==> config.mk <==
export PLATFORM = sky130hd
export DESIGN_NAME = cpu_datapath
export DESIGN_NICKNAME = d
export VERILOG_FILES = /design/src/source/lc3b_types.sv /design/src/source/lc3b_ctrl.sv /design/src/source/alu.sv /design/src/source/control_rom.sv /design/src/source/cpu_datapath.sv /design/src/source/ifid.sv /design/src/source/memwb.sv /design/src/source/regfile.sv
export SDC_FILE = /design/constraint.sdc
export NUM_CORES = 1
export LEC_CHECK = 0
export BUFFER_PORTS_ARGS = -buffer_cell sky130_fd_sc_hd__buf_2
export CORE_ASPECT_RATIO = 0.9
export CORE_MARGIN = 5
export CORE_UTILIZATION = 33
export DETAILED_ROUTE_END_ITERATION = 10
export PLACE_DENSITY = 0.54
export SLEW_MARGIN = 40
export SYNTH_ARGS = -nofsm -noshare
export SYNTH_HDL_FRONTEND = slang
export SYNTH_HIERARCHICAL = 1
export SYNTH_SLANG_ARGS = --single-unit
==> constraint.sdc <==
create_clock -name clk -period 6.7 [get_ports clk]
set_input_delay 0.335 -clock clk [delete_from_list [all_inputs] [get_ports clk]]
set_output_delay 0.335 -clock clk [all_outputs]
set_load 0.01 [all_outputs]
==> src/source/lc3b_types.sv <==
package lc3b_types;

  // data and address words.
  typedef logic [15:0] lc3b_word;

  // register index.
  typedef logic [2:0] lc3b_reg;

  // signed instruction fields.
  typedef logic signed [5:0] lc3b_offset6;
  typedef logic signed [8:0] lc3b_offset9;
  typedef logic signed [4:0] lc3b_imm5;

  // nzp condition flags.
  typedef logic [2:0] lc3b_cc;

  // instr[15:12] encodings.
  typedef enum logic [3:0] {
    op_br   = 4'b0000,
    op_add  = 4'b0001,
    op_ldb  = 4'b0010,
    op_stb  = 4'b0011,
    op_jsr  = 4'b0100,
    op_and  = 4'b0101,
    op_ldr  = 4'b0110,
    op_str  = 4'b0111,
    op_rti  = 4'b1000,
    op_not  = 4'b1001,
    op_ldi  = 4'b1010,
    op_sti  = 4'b1011,
    op_jmp  = 4'b1100,
    op_shf  = 4'b1101,
    op_lea  = 4'b1110,
    op_trap = 4'b1111
  } lc3b_opcode;

  localparam int num_regs = 8;

  // first fetch address.
  localparam lc3b_word reset_pc = 16'h0000;

  // instructions are one word, two bytes.
  localparam lc3b_word pc_step = 16'd2;

endpackage : lc3b_types

==> src/source/lc3b_ctrl.sv <==
package lc3b_ctrl;
  import lc3b_types::*;

  typedef enum logic [1:0] {
    alu_add,
    alu_and,
    alu_not,
    alu_pass
  } lc3b_aluop;

  // alu b operand select.
  localparam logic alumux_sr2 = 1'b0;
  localparam logic alumux_imm = 1'b1;

  // writeback source select.
  localparam logic regfilemux_alu = 1'b0;
  localparam logic regfilemux_mem = 1'b1;

  // one control word per instruction, carried through every stage.
  typedef struct packed {
    lc3b_opcode opcode;
    lc3b_aluop  aluop;
    logic       alumux_sel;
    logic       storemux_sel;   // read dest field on port b.
    logic       load_regfile;
    logic       load_cc;
    logic       mem_read;
    logic       mem_write;
    logic       regfilemux_sel;
    logic       branch;
    lc3b_cc     nzp;
  } lc3b_control_word;

  // bubble, nothing enabled.
  localparam lc3b_control_word nop_ctrl = '{
    opcode:         op_br,
    aluop:          alu_pass,
    alumux_sel:     alumux_sr2,
    storemux_sel:   1'b0,
    load_regfile:   1'b0,
    load_cc:        1'b0,
    mem_read:       1'b0,
    mem_write:      1'b0,
    regfilemux_sel: regfilemux_alu,
    branch:         1'b0,
    nzp:            3'b000
  };

endpackage : lc3b_ctrl

==> src/source/alu.sv <==
`timescale 1ns/1ps

module alu
  import lc3b_types::*;
  import lc3b_ctrl::*;
(
  input  lc3b_aluop aluop,
  input  lc3b_word  a,
  input  lc3b_word  b,
  output lc3b_word  f
);

  always_comb begin
    case (aluop)
      alu_add: begin
        f = a + b;
      end
      alu_and: begin
        f = a & b;
      end
      alu_not: begin
        f = ~a;
      end
      default: begin
        // alu_pass.
        f = b;
      end
    endcase
  end

endmodule : alu

==> src/source/control_rom.sv <==
`timescale 1ns/1ps

module control_rom
  import lc3b_types::*;
  import lc3b_ctrl::*;
(
  input  lc3b_opcode       opcode,
  input  logic [2:0]       mode_bits,
  output lc3b_control_word ctrl
);

  // mode_bits holds nzp for br, and the immediate flag in bit 0 otherwise.
  always_comb begin
    ctrl = nop_ctrl;
    ctrl.opcode = opcode;
    case (opcode)
      op_add: begin
        ctrl.aluop = alu_add;
        ctrl.alumux_sel = mode_bits[0] ? alumux_imm : alumux_sr2;
        ctrl.load_regfile = 1'b1;
        ctrl.load_cc = 1'b1;
        ctrl.regfilemux_sel = regfilemux_alu;
      end
      op_and: begin
        ctrl.aluop = alu_and;
        ctrl.alumux_sel = mode_bits[0] ? alumux_imm : alumux_sr2;
        ctrl.load_regfile = 1'b1;
        ctrl.load_cc = 1'b1;
        ctrl.regfilemux_sel = regfilemux_alu;
      end
      op_not: begin
        ctrl.aluop = alu_not;
        ctrl.load_regfile = 1'b1;
        ctrl.load_cc = 1'b1;
        ctrl.regfilemux_sel = regfilemux_alu;
      end
      op_ldr: begin
        ctrl.mem_read = 1'b1;
        ctrl.load_regfile = 1'b1;
        ctrl.load_cc = 1'b1;
        ctrl.regfilemux_sel = regfilemux_mem;
      end
      op_str: begin
        // source register sits in the dest field.
        ctrl.storemux_sel = 1'b1;
        ctrl.mem_write = 1'b1;
      end
      op_br: begin
        ctrl.branch = 1'b1;
        ctrl.nzp = mode_bits;
      end
      default: begin
        // unsupported, stays a bubble.
        ctrl = nop_ctrl;
        ctrl.opcode = opcode;
      end
    endcase
  end

endmodule : control_rom

==> src/source/cpu_datapath.sv <==
`timescale 1ns/1ps

module cpu_datapath
  import lc3b_types::*;
  import lc3b_ctrl::*;
(
  input  logic     clk,
  input  logic     rst_n,
  input  lc3b_word instr,
  input  lc3b_word mem_rdata,
  input  logic     instruction_response,
  input  logic     data_response,
  output lc3b_word instruction_address,
  output lc3b_word mem_address,
  output lc3b_word write_data,
  output logic     instruction_request,
  output logic     data_request,
  output logic     write_enable
);

  logic advance, ready_ifid, ready_memwb, branch_taken;
  lc3b_word pc_q, id_pc, id_sr1, id_sr2, id_imm, id_off, wb_alu, wb_mem_data, wb_data;
  lc3b_word ex_pc, ex_sr1, ex_sr2, ex_imm, ex_off, ex_alu, ex_addr, ex_bmux;
  lc3b_word mem_alu, mem_addr, mem_store;
  lc3b_reg id_dest, id_src1, id_src2, id_srcb, ex_dest, mem_dest, wb_dest;
  lc3b_offset6 id_off6;
  lc3b_offset9 id_off9;
  lc3b_imm5 id_imm5;
  lc3b_cc cc_q, cc_next;
  lc3b_opcode fetch_op;
  logic [2:0] mode_bits;
  lc3b_control_word fetch_ctrl, id_ctrl, ex_ctrl, mem_ctrl, wb_ctrl;

  // id/ex and ex/mem never stall.
  assign advance = ready_ifid && ready_memwb;
  assign instruction_address = pc_q;

  //////////////////////////////////////////////////////////////
  // fetch and decode.
  //////////////////////////////////////////////////////////////
  assign fetch_op = lc3b_opcode'(instr[15:12]);
  assign mode_bits = (fetch_op == op_br) ? instr[11:9] : {2'b00, instr[5]};

  control_rom i_control_rom (.opcode(fetch_op), .mode_bits, .ctrl(fetch_ctrl));

  ifid i_ifid (
    .clk, .rst_n, .advance, .instr, .instruction_response,
    .pc_in(pc_q), .ctrl_in(fetch_ctrl), .instruction_request, .pc(id_pc), .ir(),
    .dest(id_dest), .src1(id_src1), .src2(id_src2), .offset6(id_off6),
    .offset9(id_off9), .imm5(id_imm5), .ctrl_out(id_ctrl), .ready(ready_ifid)
  );

  // str reads its data register through port b.
  assign id_srcb = id_ctrl.storemux_sel ? id_dest : id_src2;

  regfile i_regfile (
    .clk, .rst_n, .load(advance && wb_ctrl.load_regfile), .in(wb_data),
    .src_a(id_src1), .src_b(id_srcb), .dest(wb_dest), .reg_a(id_sr1), .reg_b(id_sr2)
  );

  // word offsets scaled to bytes.
  assign id_imm = {{11{id_imm5[4]}}, id_imm5};
  assign id_off = id_ctrl.branch ? {{6{id_off9[8]}}, id_off9, 1'b0}
                                 : {{9{id_off6[5]}}, id_off6, 1'b0};

  //////////////////////////////////////////////////////////////
  // execute.
  //////////////////////////////////////////////////////////////
  assign ex_bmux = (ex_ctrl.alumux_sel == alumux_imm) ? ex_imm : ex_sr2;

  alu i_alu (.aluop(ex_ctrl.aluop), .a(ex_sr1), .b(ex_bmux), .f(ex_alu));

  // br target rides the address path into mem/wb.
  assign ex_addr = (ex_ctrl.branch ? ex_pc : ex_sr1) + ex_off;

  memwb i_memwb (
    .clk, .rst_n, .advance, .ctrl_in(mem_ctrl), .alu_in(mem_alu), .addr_in(mem_addr),
    .store_in(mem_store), .dest_in(mem_dest), .mem_rdata, .data_response,
    .data_request, .write_enable, .mem_address, .write_data, .ctrl_out(wb_ctrl),
    .alu_out(wb_alu), .mem_data_out(wb_mem_data), .dest_out(wb_dest), .ready(ready_memwb)
  );

  //////////////////////////////////////////////////////////////
  // writeback, condition codes and branch.
  //////////////////////////////////////////////////////////////
  assign wb_data = (wb_ctrl.regfilemux_sel == regfilemux_mem) ? wb_mem_data : wb_alu;

  always_comb begin
    if (wb_data[15]) cc_next = 3'b100;
    else if (wb_data == '0) cc_next = 3'b010;
    else cc_next = 3'b001;
  end

  assign branch_taken = wb_ctrl.branch && |(wb_ctrl.nzp & cc_q);

  // z after reset so an unconditional br works from the start.
  always_ff @(posedge clk) begin
    if (!rst_n) begin
      pc_q <= reset_pc;
      cc_q <= 3'b010;
      ex_ctrl <= nop_ctrl;
      mem_ctrl <= nop_ctrl;
    end else if (advance) begin
      pc_q <= branch_taken ? mem_address : id_pc;
      if (wb_ctrl.load_cc) cc_q <= cc_next;
      ex_ctrl <= id_ctrl;
      mem_ctrl <= ex_ctrl;
    end
  end

  // id/ex and ex/mem payload.
  always_ff @(posedge clk) begin
    if (advance) begin
      ex_pc <= id_pc;
      ex_sr1 <= id_sr1;
      ex_sr2 <= id_sr2;
      ex_imm <= id_imm;
      ex_off <= id_off;
      ex_dest <= id_dest;
      mem_alu <= ex_alu;
      mem_addr <= ex_addr;
      mem_store <= ex_sr2;
      mem_dest <= ex_dest;
    end
  end

endmodule : cpu_datapath

==> src/source/ifid.sv <==
`timescale 1ns/1ps

module ifid
  import lc3b_types::*;
  import lc3b_ctrl::*;
(
  input  logic             clk,
  input  logic             rst_n,
  input  logic             advance,
  input  lc3b_word         instr,
  input  logic             instruction_response,
  input  lc3b_word         pc_in,
  input  lc3b_control_word ctrl_in,
  output logic             instruction_request,
  output lc3b_word         pc,
  output lc3b_word         ir,
  output lc3b_reg          dest,
  output lc3b_reg          src1,
  output lc3b_reg          src2,
  output lc3b_offset6      offset6,
  output lc3b_offset9      offset9,
  output lc3b_imm5         imm5,
  output lc3b_control_word ctrl_out,
  output logic             ready
);

  typedef enum logic [1:0] {
    idle,
    wait_resp,
    holding
  } fetch_state_e;

  fetch_state_e     state;
  lc3b_word         ir_q;
  lc3b_word         pc_q;
  lc3b_control_word ctrl_q;

  logic capture;

  assign capture = (state == wait_resp) && instruction_response;

  //////////////////////////////////////////////////////////////
  // fetch fsm.
  //////////////////////////////////////////////////////////////
  always_ff @(posedge clk) begin
    if (!rst_n) begin
      state <= idle;
      ctrl_q <= nop_ctrl;
    end else begin
      case (state)
        idle: state <= wait_resp;
        wait_resp: begin
          if (instruction_response) begin
            state <= holding;
            ctrl_q <= ctrl_in;
          end
        end
        // next fetch goes out right after the hand-off.
        holding: if (advance) state <= wait_resp;
        default: state <= idle;
      endcase
    end
  end

  // pc kept as the incremented value, base for br targets.
  always_ff @(posedge clk) begin
    if (capture) begin
      ir_q <= instr;
      pc_q <= pc_in + pc_step;
    end
  end

  assign instruction_request = (state == wait_resp);
  assign ready = (state == holding);

  assign pc = pc_q;
  assign ir = ir_q;
  assign ctrl_out = ctrl_q;
  assign dest = ir_q[11:9];
  assign src1 = ir_q[8:6];
  assign src2 = ir_q[2:0];
  assign offset6 = ir_q[5:0];
  assign offset9 = ir_q[8:0];
  assign imm5 = ir_q[4:0];

endmodule : ifid

==> src/source/memwb.sv <==
`timescale 1ns/1ps

module memwb
  import lc3b_types::*;
  import lc3b_ctrl::*;
(
  input  logic             clk,
  input  logic             rst_n,
  input  logic             advance,
  input  lc3b_control_word ctrl_in,
  input  lc3b_word         alu_in,
  input  lc3b_word         addr_in,
  input  lc3b_word         store_in,
  input  lc3b_reg          dest_in,
  input  lc3b_word         mem_rdata,
  input  logic             data_response,
  output logic             data_request,
  output logic             write_enable,
  output lc3b_word         mem_address,
  output lc3b_word         write_data,
  output lc3b_control_word ctrl_out,
  output lc3b_word         alu_out,
  output lc3b_word         mem_data_out,
  output lc3b_reg          dest_out,
  output logic             ready
);

  typedef enum logic [1:0] {
    idle,
    wait_resp,
    done
  } mem_state_e;

  mem_state_e       state;
  lc3b_control_word ctrl_q;
  lc3b_word         alu_q;
  lc3b_word         addr_q;
  lc3b_word         store_q;
  lc3b_word         rdata_q;
  lc3b_reg          dest_q;

  // idle here means the held instruction needs no memory.
  always_ff @(posedge clk) begin
    if (!rst_n) begin
      state <= idle;
      ctrl_q <= nop_ctrl;
    end else if (advance) begin
      ctrl_q <= ctrl_in;
      state <= (ctrl_in.mem_read || ctrl_in.mem_write) ? wait_resp : idle;
    end else if ((state == wait_resp) && data_response) begin
      state <= done;
    end
  end

  always_ff @(posedge clk) begin
    if (advance) begin
      alu_q <= alu_in;
      addr_q <= addr_in;
      store_q <= store_in;
      dest_q <= dest_in;
    end
    if ((state == wait_resp) && data_response) begin
      rdata_q <= mem_rdata;
    end
  end

  assign data_request = (state == wait_resp);
  assign write_enable = data_request && ctrl_q.mem_write;
  assign ready = (state != wait_resp);

  assign mem_address = addr_q;
  assign write_data = store_q;
  assign ctrl_out = ctrl_q;
  assign alu_out = alu_q;
  assign mem_data_out = rdata_q;
  assign dest_out = dest_q;

endmodule : memwb

==> src/source/regfile.sv <==
`timescale 1ns/1ps

module regfile
  import lc3b_types::*;
(
  input  logic     clk,
  input  logic     rst_n,
  input  logic     load,
  input  lc3b_word in,
  input  lc3b_reg  src_a,
  input  lc3b_reg  src_b,
  input  lc3b_reg  dest,
  output lc3b_word reg_a,
  output lc3b_word reg_b
);

  lc3b_word regs [num_regs];

  always_ff @(posedge clk) begin
    if (!rst_n) begin
      for (int i = 0; i < num_regs; i++) begin
        regs[i] <= '0;
      end
    end else if (load) begin
      regs[dest] <= in;
    end
  end

  // write-through so decode sees the committing value.
  assign reg_a = (load && (src_a == dest)) ? in : regs[src_a];
  assign reg_b = (load && (src_b == dest)) ? in : regs[src_b];

endmodule : regfile

# After elaboration in Yosys (flattened, before gate mapping)
# Memories as Yosys holds them, arrays and structs flattened. A register that Yosys moved wholly into a read port is not among the register bits.
# Index checks and enable logic that the tools add are counted.
# Widths: inputs -> output; s select.
[totals] out_inout_bits=51 romBits=0 latchBits=0 mem_count=1 ram_bits=128 wordCells=125 regBits=279
[op_classes] n_eq_ne=15 muxes=33 n_div=0 reduce_logical=21 shift=0 addsub=3 n_mul=0 magnitude_cmp=0 bitwise_logic=3
[mem_list] name="i_regfile.regs" words=8 width=16 rd=2 rd_clocked_by_memory_dff=1 write_ports=8 line="regfile.sv:17" rtl="lc3b_word regs [num_regs];"
[op_table] op="$mux 16" count=8
[op_table] op="$pmux 16 s3" count=1
[op_table] op="$add 16x16->16" count=2
[op_table] op="$add 16x2->16 const B" count=1
[op_table] op="$and 16x16->16" count=1
[op_table] op="$logic_not 16->1" count=1
[op_table] op="$not 16->16" count=1
[op_table] op="$reduce_or 16->1" count=1
[op_table] op="$mux 3" count=5
[op_table] op="$eq 4x3->1 const B" count=3
[op_table] op="$mux 2" count=6
[op_table] op="$pmux 2 s3" count=2
[op_table] op="$mux 1" count=10
[op_table] op="$logic_and 1x1->1" count=8
[op_table] op="$eq 2x1->1 const B" count=3
[op_table] op="$eq 3x3->1" count=2
[op_table] op="$reduce_and 2->1" count=3
[op_table] op="$eq 2x2->1 const B" count=2
[op_table] op="$eq 4x1->1 const B" count=1
[op_table] op="$eq 4x4->1 const B" count=1
[op_table] op="$logic_not 2->1" count=2
[op_table] op="$logic_not 4->1" count=1
[op_table] op="$mux 4" count=1
[op_table] op="$ne 2x2->1 const B" count=2
[op_table] op="other kinds (7)" count=7

# Logic depth before layout (Yosys ltp)
# Gate-level depths: netlist of the first run.
[depth] ltp_word=8 mapped_depth=12

# Hierarchy
# The synthesis of the first run kept the hierarchy.
[modules_own_cells] mod="regfile" area_each_um2=7440.9 cells_per_inst=446 instances=1
[modules_own_cells] mod="cpu_datapath" area_each_um2=7084.3 cells_per_inst=552 instances=1
[modules_own_cells] mod="memwb" area_each_um2=2722.6 cells_per_inst=134 instances=1
[modules_own_cells] mod="ifid" area_each_um2=2192.1 cells_per_inst=178 instances=1
[modules_own_cells] mod="alu" area_each_um2=1168.6 cells_per_inst=166 instances=1
[modules_own_cells] mod="control_rom" area_each_um2=146.4 cells_per_inst=22 instances=1

# Worst setup path after synthesis of the first run
# Ideal clock, no wire load.
[synth_timing] path_kind="register -> register" startpoint="register i_memwb.state[1]" endpoint="register i_memwb/ctrl_out[11] (netlist name)" slack_ns=0.160 path_buffers=2 t_arrival_ns=6.425 t_required_ns=6.585 path_stages_with_launch=9 cell_sequence="dfxtp_1 > and2b_1 > inv_1 > nand2_1 > clkinv_1 > clkbuf_1 > buf_6 > mux2i_1 > nand2_1"
[synth_lines] item="start: declaration" line="memwb.sv:34" rtl="mem_state_e state;"
[synth_lines] item="start signal: assignment" line="memwb.sv:45" rtl="state <= idle;"
[synth_lines] item="start signal: assignment" line="memwb.sv:49" rtl="state <= (ctrl_in.mem_read || ctrl_in.mem_write) ? wait_resp : idle;"
[synth_lines] item="start signal: assignment" line="memwb.sv:51" rtl="state <= done;"

# Worst setup path after layout of the first run
[layout_timing] startpoint="register ex_ctrl[10] (netlist bit)" endpoint="register mem_alu[13] (data pin)"
[layout_between] elab_chain_cells=3 word_cells_on_any_way=4 classes_between="add/sub: 1; mux: 2; bitwise: 1"
[layout_lines] item="start: declaration" line="cpu_datapath.sv:32" rtl="lc3b_control_word fetch_ctrl, id_ctrl, ex_ctrl, mem_ctrl, wb_ctrl;"
[layout_lines] item="start signal: assignment" line="cpu_datapath.sv:101" rtl="ex_ctrl <= nop_ctrl;"
[layout_lines] item="start signal: assignment" line="cpu_datapath.sv:106" rtl="ex_ctrl <= id_ctrl;"
[layout_lines] item="$mux 16" line="cpu_datapath.sv:69" rtl="assign ex_bmux = (ex_ctrl.alumux_sel == alumux_imm) ? ex_imm : ex_sr2;"
[layout_lines] item="net ex_bmux[8]" line="cpu_datapath.sv:23" rtl="lc3b_word ex_pc, ex_sr1, ex_sr2, ex_imm, ex_off, ex_alu, ex_addr, ex_bmux;"
[layout_lines] item="$add 16x16->16" line="alu.sv:16" rtl="f = a + b;"
[layout_lines] item="$pmux 16 s3" line="alu.sv:14" rtl="case (aluop)"
[layout_lines] item="net ex_alu[13]" line="cpu_datapath.sv:23"
[layout_lines] item="end signal: assignment" line="cpu_datapath.sv:120" rtl="mem_alu <= ex_alu;"
[layout_lines] item="end: declaration" line="cpu_datapath.sv:24" rtl="lc3b_word mem_alu, mem_addr, mem_store;"
# The timed path passes the listed nets, and every way through them passes these cells.
# A chain may end at the register's enable or synchronous reset.

==> results of run 1 <==
==> layout make-up <==
type,instances,area share
sequential,404,0.514
inverter,34,0.00628
multi-input combinational,850,0.334
timing repair buffer,139,0.0402
clock buffer,51,0.0505
clock inverter,28,0.0110
tap,774,0.0434
==> placed cells by master (no fill, tap or decap), drive strengths merged, types with 8 or more instances in the layout <==
cell type    count
clkinv          23
clkbuf          51
o21ai           40
nand2          126
mux2           107
a21boi          32
mux4            69
buf            111
nand4           11
o211ai           8
nor3             8
and2           138
mux2i           26
dfxtp           65
a21o             9
inv             35
edfxtp         339
a21oi           41
o211a           17
dlygate4sd3     28
o21a            10
nor2            38
xnor2           33
nand3           14
ha              31
nand2b          14
==> metal layers <==
| metal | part of all wire | vias to the layer above | GRT usage |
|---|---|---|---|
| met5 | 0 | - | 0 |
| met4 | 0.028 | 0 | 0.0483 |
| met3 | 0.048 | 77 | 0.0244 |
| met2 | 0.44 | 286 | 0.223 |
| met1 | 0.48 | 5783 | 0.211 |
| li1 | - | 5403 | - |
==> tightest hold or removal path: stages <==
cell,delay [ps]
buf_2,120
nor4_2,60
nand2_1,50
a21boi_0,70
==> flip-flops by register name (all words and copies together), names as in the netlist, 5 cells and up <==
register and cells:
i_memwb/write_data 16, mem_store 16, ex_off 9, i_ifid/ir 12, i_ifid/ctrl_out 13, ex_sr2 16, i_regfile/regs 128, ex_sr1 16
instruction_address 16, ex_pc 16, mem_ctrl 9, i_memwb/ctrl_out 8, mem_addr 16, ex_imm 5, i_memwb/alu_out 16, ex_ctrl 12
i_memwb/mem_data_out 16, i_ifid/pc 16, mem_alu 16, i_memwb/mem_address 16
==> power breakdown <==
part           internal (mW)  switching (mW)  leakage [nW]
sequential              2.82          0.0542          3.77
clock                   1.33            1.01         0.673
combinational          0.191           0.237          4.00
==> stage by stage <==
step	setup WS [ps]	area, um2	std cells
6_report	3390	22300	2280
5_1_grt	3100	22300	2280
2_1_floorplan	217	19600	1387
3_5_place_dp	3440	20700	2173
4_1_cts	3400	22300	2280
3_3_place_gp	3440	20600	2172
==> worst max-delay path by stage <==
stage	endpoint	from	slack, ps	cells past startpoint
after floorplan	i_memwb/ctrl_out[0]	i_memwb/state[1]	220	8
after global placement	i_regfile/regs[4][7]	rst_n	3440	5
after detailed placement	mem_alu[13]	ex_ctrl[10]	3440	9
after CTS	mem_alu[13]	ex_ctrl[10]	3400	9
after global routing	mem_alu[13]	ex_ctrl[10]	3100	9
final	mem_alu[13]	ex_ctrl[10]	3390	9
==> results.json, run 1 <==
{
  "run_status": "completed",
  "cp.required_ps": 6980,
  "finalHoldViolCount": 0,
  "track_usage": 0.145,
  "drive_above_1_share": 0.209,
  "tns_ps": 0,
  "cts_resized": 0,
  "syn-cell-area_mm2": 0.0196,
  "routed_wl_mm": 47.8,
  "dr.pass1.iters": 5,
  "crit_slowest_cell": "dfxtp_1",
  "yosys_warnings": 6,
  "rr_endpoint": "mem_alu[13]",
  "hold_path_class": "in2reg",
  "cts_buffer_depth": 3,
  "clkSinkCount": 404,
  "port-buffer-count": 86,
  "worstSetupPathType": "reg2reg",
  "nNetsFinal": 1542,
  "drt_iter0_drc": 815,
  "syn_nets": 1456,
  "dieArea_mm2": 0.0645,
  "p_leak_nw": 8.45,
  "antenna_found_initial": 0,
  "grt_first_pass_wirelength_mm": 71.4,
  "fp-row-count": 84,
  "crit_path_start_kind": "flip-flop",
  "wl_per_cell_um": 21.0,
  "maxSlewViolCount": 0,
  "worstPathArrival_ps": 3590,
  "grt_pass1_vias": 11500,
  "cpLargestDelayFamily": "compound AO/OA/AOI/OAI gates",
  "setup_viol": 0,
  "cpPeakStageDelay_ps": 770,
  "vdd_ir_drop_max_mv": 0.160,
  "r2r_start": "ex_ctrl[10]",
  "cp.buffers_inverters": 0,
  "postRouteAntennaNets": 0,
  "num_vias": 11500,
  "hp-start": "instr[15]",
  "io_pins": 87,
  "slew_headroom": 0.455,
  "clock-root-buffer": "clkbuf_16",
  "maxCapViolCount": 0,
  "power_density_mw_per_mm2": 252,
  "rrSetupSlack_ps": 3390,
  "grt_overflow_total": 0,
  "avgSynthCellArea_um2": 14.2,
  "path_cells": "nand2_1, o21ai_0, ha_1, a21oi_2, o21ai_0, a221o_1, a41oi_1, nand2b_1, a31oi_1",
  "htreeDepth": 2,
  "areaGrowthSynthToFinish_pct": 13.7,
  "register_area_mm2": 0.0115,
  "core-area_mm2": 0.0586,
  "fmax_mhz": 302,
  "cts.clk_slew.worst_paths_ps": 60,
  "syn_inst": 1387,
  "initial_core_util": 0.335,
  "die_h_um": 241,
  "whs_path_depth": 4,
  "cts_hold_buffers": 28,
  "hpwl_mm": 32.1,
  "p_total_mw": 5.64,
  "place_congestion": 0.869,
  "post-cts-setup-buffers": 0,
  "cp_common_cell": "o21ai_0",
  "grt_max_degree": 122,
  "final_core_util": 0.381,
  "whs_endpoint": "i_ifid/ctrl_out[3]",
  "die_w_um": 267,
  "fillers": 5575,
  "grt_setup_unrepaired": "false",
  "skew_ps": 25.5,
  "via_per_inst": 5.07,
  "diodes": 0,
  "period_minus_slack_ps": 3310,
  "numCtsBuffers": 44,
  "crit_fanout": 18,
  "tightest_slew_ps": 817,
  "tritoncts": "built",
  "worstSkewPairLatency_ps": 580,
  "holdWs_ps": 104,
  "reg2regPathDepth": 9,
  "drc": 0,
  "multi_input_area_mm2": 0.00747,
  "endpoint_kind": "flip-flop",
  "timing.final.crit_share": 0.494
}
(Power assumes the default switching activity.)
==> run 2, diff against run 1 <==
- clock period: 6.7 -> 2.7 ns (I/O delays scaled with it)
==> results.json, run 2 (synthesized netlist as in run 1, its figures left out) <==
{
  "gr-usage-met2": 0.222,
  "rrSetupSlack_ps": 50,
  "crit_path_start_kind": "flip-flop",
  "cpLargestDelayFamily": "compound AO/OA/AOI/OAI gates",
  "die_w_um": 267,
  "worstSetupPathDepth": 10,
  "finalHoldViolCount": 0,
  "dieArea_mm2": 0.0645,
  "grt_overflow_total": 0,
  "track_usage": 0.148,
  "period_minus_slack_ps": 2650,
  "worstSetupPathType": "reg2reg",
  "core-area_mm2": 0.0586,
  "grt-busiest-layer": "met1",
  "via_per_inst": 5.03,
  "grt_first_pass_wirelength_mm": 72.7,
  "r2r_start": "ex_sr2[0]",
  "regMostFlops": "i_regfile/regs",
  "tightest_slew_ps": 647,
  "crit_slowest_cell": "edfxtp_1",
  "reg2regPathDepth": 10,
  "run_status": "completed",
  "cpPeakStageDelay_ps": 390,
  "finish.instance_area_mm2": 0.0230,
  "most-common-layout-cells": "edfxtp_1, and2_1, nand2_1",
  "final_common_cell": "edfxtp_1",
  "die_h_um": 241,
  "cp.required_ps": 3000,
  "place_area_mm2": 0.0211,
  "fmax_mhz": 377,
  "clock-root-buffer": "clkbuf_16",
  "skew_ps": 32.3,
  "grtUsageMet3": 0.0279,
  "hold_path_class": "in2reg",
  "worstSkewPairLatency_ps": 580,
  "path_cells": "mux2_4, ha_4, inv_2, fa_2, nor2b_4, o31a_1, o31a_1, a211oi_2, xor2_1, a21oi_1",
  "grt_setup_unrepaired": "true",
  "cp_common_cell": "o31a_1",
  "htreeDepth": 2,
  "num_vias": 11800,
  "hpwl_mm": 32.9,
  "crit_fanout": 4,
  "place_congestion": 0.848,
  "routed_wl_mm": 49.0,
  "timing.final.crit_share": 0.982,
  "grt_pass1_vias": 11900,
  "holdWs_ps": 53.4,
  "p_total_mw": 14.3,
  "grt_max_degree": 75,
  "diodes": 0,
  "crit_start": "ex_sr2[0]",
  "slew_headroom": 0.568,
  "cp.buffers_inverters": 1,
  "postRouteAntennaNets": 0,
  "power_density_mw_per_mm2": 621,
  "cts.clk_slew.worst_paths_ps": 60,
  "cts_buffer_depth": 3,
  "setup_viol": 0,
  "whs_path_depth": 4,
  "worstPathArrival_ps": 2960,
  "largest_reg_flops": 128,
  "tritoncts": "built",
  "wl_per_cell_um": 21.0,
  "maxCapViolCount": 0,
  "drive_above_1_share": 0.240,
  "vdd_ir_drop_max_mv": 0.399,
  "clkSinkCount": 404,
  "hp-start": "instr[13]",
  "antenna_found_initial": 1,
  "nNetsFinal": 1596,
  "met1_usage": 0.224,
  "numCtsBuffers": 43,
  "p_leak_nw": 8.77,
  "maxSlewViolCount": 0,
  "areaGrowthSynthToFinish_pct": 17.0,
  "drt_iter0_drc": 911,
  "fp-row-count": 84,
  "drc": 0,
  "endpoint_kind": "flip-flop",
  "initial_core_util": 0.335,
  "io_pins": 87,
  "port-buffer-count": 86,
  "dr.pass1.iters": 5
}
[run 2: cell count changes in the layout (fill, tap and decap cells not counted), moves of 5 or more]
cell / previous run / this run
clkbuf_8: 0 / 7
o21ai_1: 5 / 13
o21ai_0: 32 / 27
buf_4: 25 / 64
dlygate4sd3_1: 28 / 35
buf_12: 0 / 9
clkinv_2: 9 / 4
[run 2: tightest hold or removal path: cells and delay by family]
family                 cells  cell delay [ps]
buffers and inverters      1              140
and+or+nand+nor            3              290
[run 2: metrics by stage]
step	TNS (ps)	cells	setup slack, ps	util
floorplan	0	1387	17.9	-
global placement	0	2220	67.7	0.360
detailed placement	-51.1	2220	-51.1	0.360
CTS	0	2334	25.9	0.390
global route	-131	2335	-77.7	0.392
finish	0	2335	49.6	0.392
[run 2: area by class of cell]
type                    count  area [um2]
clock buffers              54        1210
clock inverters            25         239
fillers                  5478       35700
inverters                  34         140
multi-input cells         850        7490
flip-flops and latches    404       11500
well taps                 774         968
repair buffers            194        1440
[run 2: path summary, 6_finish.rpt]
check	to
worst max register to register	mem_alu[12]
worst min register to register	mem_dest[2]
worst max-delay path	mem_alu[12]
worst min-delay path	i_ifid/ctrl_out[12]
[run 2: metal layers]
metal	share of wire	routed length, um
met5	0	0
met4	0.016	804
met3	0.059	2900
met2	0.43	21100
met1	0.49	24200
[run 2: what timing repair did]
item	CTS	global route
hold endpoints to repair	37	0
pin swaps	0	4
hold buffers	35	0
setup buffers	0	1
gates resized for setup	1	20
endpoints found under the setup margin	2	14
[run 2: power breakdown]
| part | internal (mW) | switching (mW) |
|---|---|---|
| registers | 6.99 | 0.134 |
| logic | 0.531 | 0.604 |
| clock network | 3.49 | 2.51 |
| total | 11.0 | 3.25 |
==> run 3, diff against run 2 <==
- BUFFER_PORTS_ARGS: -buffer_cell sky130_fd_sc_hd__buf_2 -> default
- DONT_BUFFER_PORTS: default -> 1
- PLACE_DENSITY: 0.54 -> 0.51
- clock period: 2.7 -> 2.8 ns (I/O delays scaled with it)
==> results.json, run 3 (synthesized netlist as in run 1, its figures left out) <==
{
  "grt_first_pass_wirelength_mm": 73.9,
  "vdd_ir_drop_max_mv": 0.397,
  "gr-usage-met2": 0.218,
  "worstSkewPairLatency_ps": 580,
  "power.share.combinational": 0.074,
  "grt-busiest-layer": "met1",
  "largest_reg_flops": 128,
  "p_leak_nw": 8.36,
  "power_density_mw_per_mm2": 616,
  "period_minus_slack_ps": 2680,
  "slew_headroom": 0.525,
  "htreeDepth": 2,
  "maxCapViolCount": 0,
  "seqPwrFrac": 0.498,
  "grtUsageMet3": 0.0316,
  "cts.clk_slew.worst_paths_ps": 60,
  "drc": 0,
  "met1_usage": 0.232,
  "regMostFlops": "i_regfile/regs",
  "worstSetupPathType": "reg2reg",
  "grt_max_degree": 75,
  "crit_path_start_kind": "flip-flop",
  "worstPathArrival_ps": 3000,
  "crit_fanout": 15,
  "initial_core_util": 0.335,
  "numCtsBuffers": 44,
  "fp-row-count": 84,
  "via_per_inst": 5.15,
  "run_status": "completed",
  "num_vias": 11500,
  "setup_viol": 0,
  "antenna_found_initial": 1,
  "hold_path_class": "in2reg",
  "final_common_cell": "edfxtp_1",
  "hpwl_mm": 32.9,
  "fmax_mhz": 373,
  "cpPeakStageDelay_ps": 370,
  "wl_per_cell_um": 22.3,
  "timing.final.crit_share": 0.958,
  "tightest_slew_ps": 711,
  "finalHoldViolCount": 0,
  "postRouteAntennaNets": 0,
  "core-area_mm2": 0.0586,
  "swShare": 0.228,
  "areaGrowthSynthToFinish_pct": 14.5,
  "tritoncts": "built",
  "dr.pass1.iters": 5,
  "most-common-layout-cells": "edfxtp_1, and2_1, nand2_1",
  "grt_setup_unrepaired": "false",
  "track_usage": 0.152,
  "die_h_um": 241,
  "dieArea_mm2": 0.0645,
  "pwr-share-clk": 0.428,
  "port-buffer-count": 0,
  "internal_power_mw": 10.7,
  "place_congestion": 0.829,
  "routed_wl_mm": 49.9,
  "p_total_mw": 13.8,
  "cp_common_cell": "o31a_1",
  "grt_pass1_vias": 11600,
  "skew_ps": 15.3,
  "clkSinkCount": 404,
  "drive_above_1_share": 0.179,
  "final_core_util": 0.383,
  "nNetsFinal": 1494,
  "cts_buffer_depth": 3,
  "cp.required_ps": 3120,
  "drt_iter0_drc": 963,
  "clock-root-buffer": "clkbuf_16",
  "p_sw_mw": 3.15,
  "path_cells": "buf_6, mux2_2, ha_1, o21a_1, o31a_1, o31a_1, a211oi_2, xor2_1, a21oi_1",
  "crit_slowest_cell": "mux2_2",
  "endpoint_kind": "flip-flop",
  "grt_overflow_total": 0,
  "maxSlewViolCount": 0,
  "die_w_um": 267,
  "io_pins": 87
}
==> run 3: cell count changes in the layout (fill, tap and decap cells not counted), sizes merged <==
cell,change
buf,-108
clkbuf,+9
clkinvlp,-5
dlygate4sd3,+5
diode,+1
inv,-1
==> run 3: layout make-up <==
| type | count | area [um2] |
|---|---|---|
| fill | 5582 | 36200 |
| sequential | 404 | 11500 |
| multi-input combinational | 850 | 7450 |
| clock buffer | 63 | 1270 |
| tap | 774 | 968 |
| timing repair buffer | 91 | 957 |
| clock inverter | 19 | 201 |
| inverter | 34 | 140 |
| antenna | 1 | 2.50 |
==> run 3: power by group through the flow <==
stage,clock (mW),sequential [mW],combinational (mW)
finish,5.93,6.89,1.02
global placement,0,7.02,0.943
CTS,6.11,6.89,1.02
detailed placement,0,7.02,0.949
global route,6.36,6.91,1.10
floorplan,0,6.95,0.728
==> run 3: what timing repair did <==
action                     CTS  global route
hold buffers                41             0
setup buffers                0             0
resized for setup            1            11
setup endpoints to repair    2             9
hold endpoints to repair   101             0
==> run 3: final timing paths <==
kind,endpoint,slack (ps),cells past startpoint,from
worst min register to register,i_memwb/dest_out[0],410,0,mem_dest[0]
worst max register to register,mem_alu[14],120,9,ex_ctrl[10]
worst max-delay path,mem_alu[14],120,9,ex_ctrl[10]
worst min-delay path,i_regfile/regs[5][15],40,2,rst_n
==> run 3: critical path, delay by kind of cell, from the launching register on <==
family / cells / cell delay [ps]
multiplexers: 1 / 370
buffers and inverters: 1 / 180
adder cells (fa/ha/maj): 1 / 340
XOR/XNOR: 1 / 180
AO/OA/AOI/OAI: 5 / 990
flip-flops: 1 / 360
==> run 3: layer usage <==
layer  vias to the layer above  wire length, um
met3                        73             3100
met2                       334            21200
met1                      5809            24400
met5                         -                0
li1                       5309                -
met4                         0             1170
==> run 3: through the flow <==
stage / TNS [ps] / setup WS, ps / hold WS (ps) / instance area [um2] / cells
2_1_floorplan: 0 / 76.6 / 239 / 19600 / 1387
4_1_cts: 0 / 50.7 / 15.6 / 22400 / 2235
5_1_grt: 0 / 4.65 / 35.1 / 22500 / 2235
3_3_place_gp: 0 / 108 / 225 / 20500 / 2112
3_5_place_dp: -27.6 / -27.6 / 226 / 20500 / 2112
6_report: 0 / 118 / 41.1 / 22500 / 2236
